[src/req_buffer_pkg.sv]
`default_nettype none

// Types shared by the request buffer RTL and its testbench
package req_buffer_pkg;

    // Width of one request payload as it travels on the memory channel
    localparam int REQ_DATA_BITS = 32;

    // Request payload that travels unchanged from producer to the outgoing channel
    typedef logic [REQ_DATA_BITS-1:0] t_req_data;

    // Source stream of a request as tagged on the outgoing channel
    typedef enum logic
    {
        CHAN_RD = 1'b0,
        CHAN_WR = 1'b1
    } t_chan;

endpackage

`default_nettype wire

[src/req_fifo_lutram.sv]
`timescale 1ns/1ns
`default_nettype none

// FIFO with N_ENTRIES slots held in distributed RAM
// almost_full rises when THRESHOLD or fewer slots are free, so a producer
// that watches it has time to stop before the FIFO overflows
module req_fifo_lutram
#(
    parameter int N_ENTRIES = 8,
    parameter int THRESHOLD = 2
)
(
    input  logic                     clk,
    input  logic                     resetb,

    // Producer side
    input  req_buffer_pkg::t_req_data enq_data,
    input  logic                     enq_en,
    output logic                     not_full,
    output logic                     almost_full,

    // Consumer side
    output req_buffer_pkg::t_req_data first,
    input  logic                     deq_en,
    output logic                     not_empty
);

    import req_buffer_pkg::*;

    // Slot index into the storage array
    typedef logic [$clog2(N_ENTRIES)-1:0] t_idx;

    // Live-entry count with room for both 0 and N_ENTRIES
    typedef logic [$clog2(N_ENTRIES+1)-1:0] t_cnt;

    // Storage array
    // Written on one port and read asynchronously so it maps onto LUT RAM
    // rather than block RAM or flops
    t_req_data data [0:N_ENTRIES-1];

    t_idx wr_idx;
    t_idx rd_idx;

    t_cnt valid_cnt;
    t_cnt valid_cnt_next;

    // Head entry is read straight from the array at the read pointer
    assign first = data[rd_idx];

    // Payload write into the slot at the write pointer
    always_ff @(posedge clk)
    begin
        if (enq_en)
        begin
            data[wr_idx] <= enq_data;
        end
    end

    // Write pointer steps on every enqueue and wraps at the last slot
    always_ff @(posedge clk)
    begin
        if (!resetb)
        begin
            wr_idx <= '0;
        end
        else if (enq_en)
        begin
            wr_idx <= (wr_idx == t_idx'(N_ENTRIES - 1)) ? '0 : wr_idx + t_idx'(1);
        end
    end

    // Read pointer steps on every dequeue and wraps the same way
    always_ff @(posedge clk)
    begin
        if (!resetb)
        begin
            rd_idx <= '0;
        end
        else if (deq_en)
        begin
            rd_idx <= (rd_idx == t_idx'(N_ENTRIES - 1)) ? '0 : rd_idx + t_idx'(1);
        end
    end

    // Next count of live entries
    // An enqueue and a dequeue in the same cycle cancel out
    always_comb
    begin
        valid_cnt_next = valid_cnt;

        if (enq_en && !deq_en)
        begin
            valid_cnt_next = valid_cnt + t_cnt'(1);
        end
        else if (deq_en && !enq_en)
        begin
            valid_cnt_next = valid_cnt - t_cnt'(1);
        end
    end

    // Count and flags
    // Flags are computed from the next count so that they are registered yet
    // still reflect an enqueue or dequeue right after the edge that made it
    always_ff @(posedge clk)
    begin
        if (!resetb)
        begin
            valid_cnt   <= '0;
            not_full    <= 1'b1;
            almost_full <= 1'b0;
            not_empty   <= 1'b0;
        end
        else
        begin
            valid_cnt   <= valid_cnt_next;
            not_full    <= (valid_cnt_next != t_cnt'(N_ENTRIES));
            almost_full <= (valid_cnt_next >= t_cnt'(N_ENTRIES - THRESHOLD));
            not_empty   <= (valid_cnt_next != '0);
        end
    end

endmodule

`default_nettype wire

[src/req_issue_arb.sv]
`timescale 1ns/1ns
`default_nettype none

// Round-robin issuer for two request FIFOs
// Each cycle it picks at most one non-empty FIFO, pops its head and puts that
// entry on the outgoing channel one edge later
module req_issue_arb
(
    input  logic                      clk,
    input  logic                      resetb,

    // Read-request FIFO drain side
    input  req_buffer_pkg::t_req_data rd_first,
    input  logic                      rd_not_empty,
    output logic                      rd_deq_en,

    // Write-request FIFO drain side
    input  req_buffer_pkg::t_req_data wr_first,
    input  logic                      wr_not_empty,
    output logic                      wr_deq_en,

    // Outgoing request channel
    input  logic                      out_almost_full,
    output logic                      out_valid,
    output req_buffer_pkg::t_req_data out_data,
    output req_buffer_pkg::t_chan     out_chan
);

    import req_buffer_pkg::*;

    // Stream that won the most recent grant
    t_chan last_grant;

    // Round-robin choice before back-pressure is applied
    logic rd_pick;
    logic wr_pick;

    // The request that actually leaves a FIFO this cycle
    logic      issue;
    t_chan     sel_chan;
    t_req_data sel_data;

    // Read wins if it is the only one waiting, or if both wait and write
    // had the last turn
    // Write wins whenever it waits and read does not win
    always_comb
    begin
        rd_pick = rd_not_empty && (!wr_not_empty || (last_grant == CHAN_WR));
        wr_pick = wr_not_empty && !rd_pick;
    end

    // Nothing leaves either FIFO while the consumer signals almost full
    // At most one strobe is high, since rd_pick and wr_pick exclude each other
    assign rd_deq_en = rd_pick && !out_almost_full;
    assign wr_deq_en = wr_pick && !out_almost_full;

    assign issue = rd_deq_en || wr_deq_en;

    // Steer the granted head entry and its stream tag toward the output
    always_comb
    begin
        if (wr_deq_en)
        begin
            sel_chan = CHAN_WR;
            sel_data = wr_first;
        end
        else
        begin
            sel_chan = CHAN_RD;
            sel_data = rd_first;
        end
    end

    // Grant history
    // Starting from CHAN_WR hands the first contested grant to the read stream
    always_ff @(posedge clk)
    begin
        if (!resetb)
        begin
            last_grant <= CHAN_WR;
        end
        else if (issue)
        begin
            last_grant <= sel_chan;
        end
    end

    // Output valid is one cycle per dequeue, so the request is on the channel
    // for exactly one cycle
    always_ff @(posedge clk)
    begin
        if (!resetb)
        begin
            out_valid <= 1'b0;
        end
        else
        begin
            out_valid <= issue;
        end
    end

    // Payload and tag of the outgoing request
    // Only meaningful while out_valid is high
    always_ff @(posedge clk)
    begin
        if (issue)
        begin
            out_data <= sel_data;
            out_chan <= sel_chan;
        end
    end

endmodule

`default_nettype wire

[src/req_buffer_top.sv]
`timescale 1ns/1ns
`default_nettype none

// Request buffer in front of a memory channel
// Read and write requests queue in separate FIFOs and are merged in
// round-robin order onto one outgoing channel
module req_buffer_top
#(
    // Depth of each stream FIFO
    parameter int N_ENTRIES = 8,
    // Free-slot count at or below which a producer sees almost_full
    parameter int THRESHOLD = 2
)
(
    input  logic                      clk,
    input  logic                      resetb,

    // Read-request producer
    input  req_buffer_pkg::t_req_data rd_enq_data,
    input  logic                      rd_enq_en,
    output logic                      rd_not_full,
    output logic                      rd_almost_full,

    // Write-request producer
    input  req_buffer_pkg::t_req_data wr_enq_data,
    input  logic                      wr_enq_en,
    output logic                      wr_not_full,
    output logic                      wr_almost_full,

    // Outgoing request channel
    input  logic                      out_almost_full,
    output logic                      out_valid,
    output req_buffer_pkg::t_req_data out_data,
    output req_buffer_pkg::t_chan     out_chan
);

    import req_buffer_pkg::*;

    // Drain side of the read FIFO
    t_req_data rd_first;
    logic      rd_not_empty;
    logic      rd_deq_en;

    // Drain side of the write FIFO
    t_req_data wr_first;
    logic      wr_not_empty;
    logic      wr_deq_en;

    // Read stream queue
    req_fifo_lutram
    #(
        .N_ENTRIES   (N_ENTRIES),
        .THRESHOLD   (THRESHOLD)
    )
    rd_fifo
    (
        .clk         (clk),
        .resetb      (resetb),
        .enq_data    (rd_enq_data),
        .enq_en      (rd_enq_en),
        .not_full    (rd_not_full),
        .almost_full (rd_almost_full),
        .first       (rd_first),
        .deq_en      (rd_deq_en),
        .not_empty   (rd_not_empty)
    );

    // Write stream queue with the same depth and warning level as the read side
    req_fifo_lutram
    #(
        .N_ENTRIES   (N_ENTRIES),
        .THRESHOLD   (THRESHOLD)
    )
    wr_fifo
    (
        .clk         (clk),
        .resetb      (resetb),
        .enq_data    (wr_enq_data),
        .enq_en      (wr_enq_en),
        .not_full    (wr_not_full),
        .almost_full (wr_almost_full),
        .first       (wr_first),
        .deq_en      (wr_deq_en),
        .not_empty   (wr_not_empty)
    );

    // Merge both queues onto the outgoing channel
    req_issue_arb req_issue_arb_inst
    (
        .clk             (clk),
        .resetb          (resetb),
        .rd_first        (rd_first),
        .rd_not_empty    (rd_not_empty),
        .rd_deq_en       (rd_deq_en),
        .wr_first        (wr_first),
        .wr_not_empty    (wr_not_empty),
        .wr_deq_en       (wr_deq_en),
        .out_almost_full (out_almost_full),
        .out_valid       (out_valid),
        .out_data        (out_data),
        .out_chan        (out_chan)
    );

endmodule

`default_nettype wire

[config.mk]
export PLATFORM = sky130hd
export DESIGN_NAME = req_buffer_top
export DESIGN_NICKNAME = d
export VERILOG_FILES = /design/src/req_buffer_pkg.sv /design/src/req_fifo_lutram.sv /design/src/req_issue_arb.sv /design/src/req_buffer_top.sv
export SDC_FILE = /design/constraint.sdc
export NUM_CORES = 1
export LEC_CHECK = 0
export BUFFER_PORTS_ARGS = -buffer_cell sky130_fd_sc_hd__buf_4
export CORE_ASPECT_RATIO = 0.75
export CORE_MARGIN = 2
export CORE_UTILIZATION = 45
export DETAILED_ROUTE_END_ITERATION = 7
export MAX_ROUTING_LAYER = met4
export PLACE_DENSITY = 0.61
export REMOVE_ABC_BUFFERS = 1
export SLEW_MARGIN = 40
export SYNTH_ARGS = -nofsm -noshare
export SYNTH_HDL_FRONTEND = slang
export SYNTH_SLANG_ARGS = --single-unit
[constraint.sdc]
create_clock -name clk -period 3.51 [get_ports clk]
set_input_delay 0.1755 -clock clk [delete_from_list [all_inputs] [get_ports clk]]
set_output_delay 0.1755 -clock clk [all_outputs]
set_load 0.005 [all_outputs]
# Yosys cells after proc, flatten, opt, wreduce, memory -nomap -nowiden
# Memories as Yosys holds them, arrays and structs flattened. A register that Yosys moved wholly into a read port is not among the register bits.
# Cells that the tools add are included.
[op_classes]
add_sub_neg = 8
n_reduce_logical = 19
muxes = 18
order_cmp = 2
eq_ne = 6
[op_table]
columns = ["operator", "count"]
rows = [
  ["2-to-1 mux 32 bit", 1],
  ["2-to-1 mux 3 bit", 8],
  ["2-to-1 mux 4 bit", 4],
  ["adder 3 x 1 -> 3 bit (second input constant)", 4],
  ["== test 3 bit (second input constant)", 4],
  ["adder 4 x 1 -> 4 bit (second input constant)", 2],
  ["greater-or-equal comparator 4 x 3 -> 1 bit (second input constant)", 2],
  ["logical AND 1 bit", 8],
  ["!= test 4 bit (second input constant)", 2],
  ["nonzero test 4 bit", 2],
  ["subtractor 4 x 1 -> 4 bit (second input constant)", 2],
  ["zero test 1 bit", 7],
  ["2-to-1 mux 1 bit", 5],
  ["logical OR 1 bit", 2],
]
[totals]
n_memories = 2
in_bits = 69
output_inout_bits = 38
ramBits = 512
reg_bits = 61
[memory_table]
columns = ["memory", "words", "width", "rd", "rd_ports_with_merged_regs", "write_ports", "line", "source"]
rows = [
  ["rd_fifo.data", 8, 32, 1, 1, 1, "req_fifo_lutram.sv:39", "t_req_data data [0:N_ENTRIES-1];"],
  ["wr_fifo.data", 8, 32, 1, 1, 1, "req_fifo_lutram.sv:39", ""],
]

# Logic depth before layout (Yosys ltp)
[logic_depth]
ltp_word = 10
depth_mapped = 7

# Hierarchy
# From an unflattened synthesis, not the netlist that was laid out.
[unflattened]
hier_cells = 1008
hier_area_um2 = 22756.8
[modules_own_cells]
columns = ["mod", "cells_each", "area_each_um2", "instances"]
rows = [
  ["req_fifo_lutram", 463, 10563.9, 2],
  ["req_issue_arb", 82, 1629.1, 1],
]

# Least setup slack after synthesis
# OpenSTA, ideal clock, no wires.
[synth_path]
path_kind = "input -> register"
from = "in rd_enq_en"
to = "mem rd_fifo.data[4][0] (netlist bit), enable pin"
t_required_ns = 3.049
path_buffers = 1
t_arrival_ns = 2.845
cell_stages = 3
slack_ns = 0.203
path_cell_list = "buf_1 -> nand2_1 -> nor3_1"
[synth_between]
elab_chain_len = 2
[synth_rtl]
columns = ["item", "line", "source"]
rows = [
  ["start: declaration", "req_buffer_top.sv:20", "input logic rd_enq_en,"],
  ["2-to-1 mux 1 bit", "req_fifo_lutram.sv:53", "if (enq_en)"],
  ["2-to-1 mux 1 bit (not written as such)", "req_fifo_lutram.sv:55", "data[wr_idx] <= enq_data;"],
  ["end: declaration", "req_fifo_lutram.sv:39", ""],
]
# No other way between the ends.

==> impl_metrics.toml <==
[floorplanning]
core_area_sq_um = 48600
fp.dieH_um = 196
dieArea_sq_um = 50900
initial_core_util_pct = 45.5
die_x_um = 260
num_io_pins = 107
rows = 70

[run]
cap_violations = 0

[power_and_ir_drop]
powerDensity_nw_per_um2 = 613
ir_drop_uv = 400
p_total_mw = 16.2
power.leakage_nw = 8.48

[global_routing]
first_global_vias = 11000
antenna_found_initial = 3
grt_max_degree = 39
grt_pass1_wl_mm = 69.4
grtUsageTotal_pct = 18.9
gr-total-overflow = 0

[sta]
whs_ns = 0.365
fin_crit_sh_pct = 70.7
slew_violations = 0
fmax_mhz = 403
slew_headroom_pct = 45.5
rsz0062_at_grt = "false"
fin_crit_ns = 2.48
max_slew.worst_pin.slew_ns = 0.818
finalHoldViolCount = 0
setup_violations = 0
finalClockSkew_ns = 0.0192
setup_ws_ns = 1.03

[routing]
ant_nets = 0
avgRoutedWirePerCell_um = 23.5
num_vias = 10700
first_iter_violations = 860
via_per_inst = 5.45
wl_mm = 46.0
drcViolationCount = 0
drt_pass1_iterations = 5

[layout]
layout-drive-gt1-share_pct = 29.4
syn_to_final_growth_pct = 19.8
final_nets = 1343
fillers = 3764

[clock_tree]
post_cts_buffers = 0
clk_path_buf_depth = 3
clk_pin_slew_ns = 0.06
numCtsBuffers = 55
clkSinkCount = 579
clk_latency_ns = 0.59
cts-root-buf = "clkbuf_16"
tritoncts = "built"
htreeDepth = 2
cts_resized = 0

[synth]
netlist.area_leader.share_pct = 74.1
yosys_warnings = 0
synth_edf_count = 545
async_flop_share_pct = 0
ys_ff_latch = 579
ys.flop_type = "edfxtp_1"
syn-mean-instance-area_sq_um = 21.1
synth_cell_types = 47
synthTopCellsByArea = "edfxtp_1, mux4_2, dfxtp_1"
post_synth_inst_count = 1046
yosys.area.top_type = "edfxtp_1"
netlist_area_sq_um = 22100
ys_seq_area_share_pct = 77.1

[setup_path]
crit_arrival_ns = 2.81
crit_type = "flop to flop"
path_max_fanout = 38
crit_path_end_kind = "flop"
required_ns = 3.84
cp-start-kind = "flop"

[placement]
port_buffers = 106
preCtsSetupSlack_ns = 0.941
post-dp-hpwl_mm = 26.8
gp_congestion = 0.750

[status]
status = "finished, final reports clean"

[hold_path]
hold_start = "rd_enq_data[16]"
worst_hold_path_type = "input pin to flop"
## final timing paths
path              cells after the start  slack (ns)                        endpoint
hold reg to reg                       2        0.48                            flop
setup reg to reg                      5        1.03  req_issue_arb_inst.out_data[9]
hold / removal                        2        0.37             rd_fifo.data[5][16]
setup / recovery                      5        1.03  req_issue_arb_inst.out_data[9]
## what timing repair did
action,CTS,global route
setup endpoints to repair,0,0
endpoints found under the hold margin,525,0
hold buffers,68,0
## registers in the layout (all words and copies together) (netlist names), 3 cells and up, named ones only
name,flops
wr_fifo.data,256
wr_fifo.rd_idx,3
rd_fifo.rd_idx,3
rd_fifo.valid_cnt,4
wr_fifo.wr_idx,3
rd_fifo.data,256
req_issue_arb_inst.out_data,32
rd_fifo.wr_idx,3
wr_fifo.valid_cnt,4
## cell usage after synthesis (4+ instances only)
cell type and number:
a211oi_1 32, a21oi_1 47, buf_1 13, buf_2 15, buf_6 4, clkbuf_1 16, dfxtp_1 34, edfxtp_1 545
ha_1 12, inv_1 8, mux2i_1 35, mux4_2 128, nand2_1 18, nand2b_1 11, nor2_1 29, nor2b_1 32
nor3_1 13, o21ai_0 4, xnor2_1 6
## layout make-up
class | instances | area, sq um | area share [%]
diodes | 3 | 7.51 | 0.0283
clock buffers | 62 | 1400 | 5.30
clock inverters | 41 | 407 | 1.54
inverters | 9 | 33.8 | 0.128
multi-input cells | 407 | 4900 | 18.5
flip-flops and latches | 579 | 17100 | 64.4
well taps | 648 | 811 | 3.06
repair buffers | 210 | 1870 | 7.05
## cell usage in the layout, fill, tap and decap left out, types with 6 or more instances in the layout
cell type,n
mux2i_1,35
inv_1,8
mux4_2,128
edfxtp_1,545
nand2b_1,11
nor2b_1,32
clkbuf_1,7
clkinv_2,10
buf_12,8
clkbuf_16,55
a211oi_1,32
nand2_1,17
dlygate4sd3_1,68
bufinv_16,8
buf_4,133
ha_1,12
a21oi_1,47
nor2_1,16
nor2_4,13
clkinv_1,17
dfxtp_1,28
xnor2_1,6
nor3_2,6
nor3_1,9
## kinds of logic after synthesis
group | count (synthesis) | share of synthesized area [%]
AO/OA/AOI/OAI | 101 | 2.87
multiplexers | 163 | 14.6
XOR/XNOR | 8 | 0.317
adder cells (fa/ha/maj) | 12 | 0.679
AND/OR/NAND/NOR | 123 | 3.09
buffers and inverters | 60 | 1.27
flip-flops | 579 | 77.1
## critical path, cell delays in order (launching register included)
cell,delay [ns]
dfxtp_2,0.64
buf_4,0.57
mux4_2,0.38
nor2b_1,0.14
a211oi_1,0.41
a21oi_1,0.07
## per-layer routing
metal / track usage (%) / wire, um / vias up
li1: - / - / 4774
met1: 26.7 / 20800 / 5595
met2: 29.5 / 22400 / 241
met3: 2.95 / 2120 / 69
met4: 3.92 / 761 / 0
met5: - / 0 / -
## where the power goes
group | internal, mW | switching [mW] | total, mW
Clock | 3.46 | 2.49 | 5.95
Combinational | 1.05 | 1.00 | 2.05
Sequential | 7.95 | 0.285 | 8.23
## per-stage QoR
step	instance area [sq um]	setup TNS, ns	utilization [%]	std cells
floorplan	21900	-19.88	-	995
global placement	24000	0	49.3	1784
detailed placement	24000	0	49.3	1785
CTS	26500	0	54.5	1956
global route	26500	0	54.5	1959
finish	26500	0	54.5	1959
(Power assumes the default switching activity.)
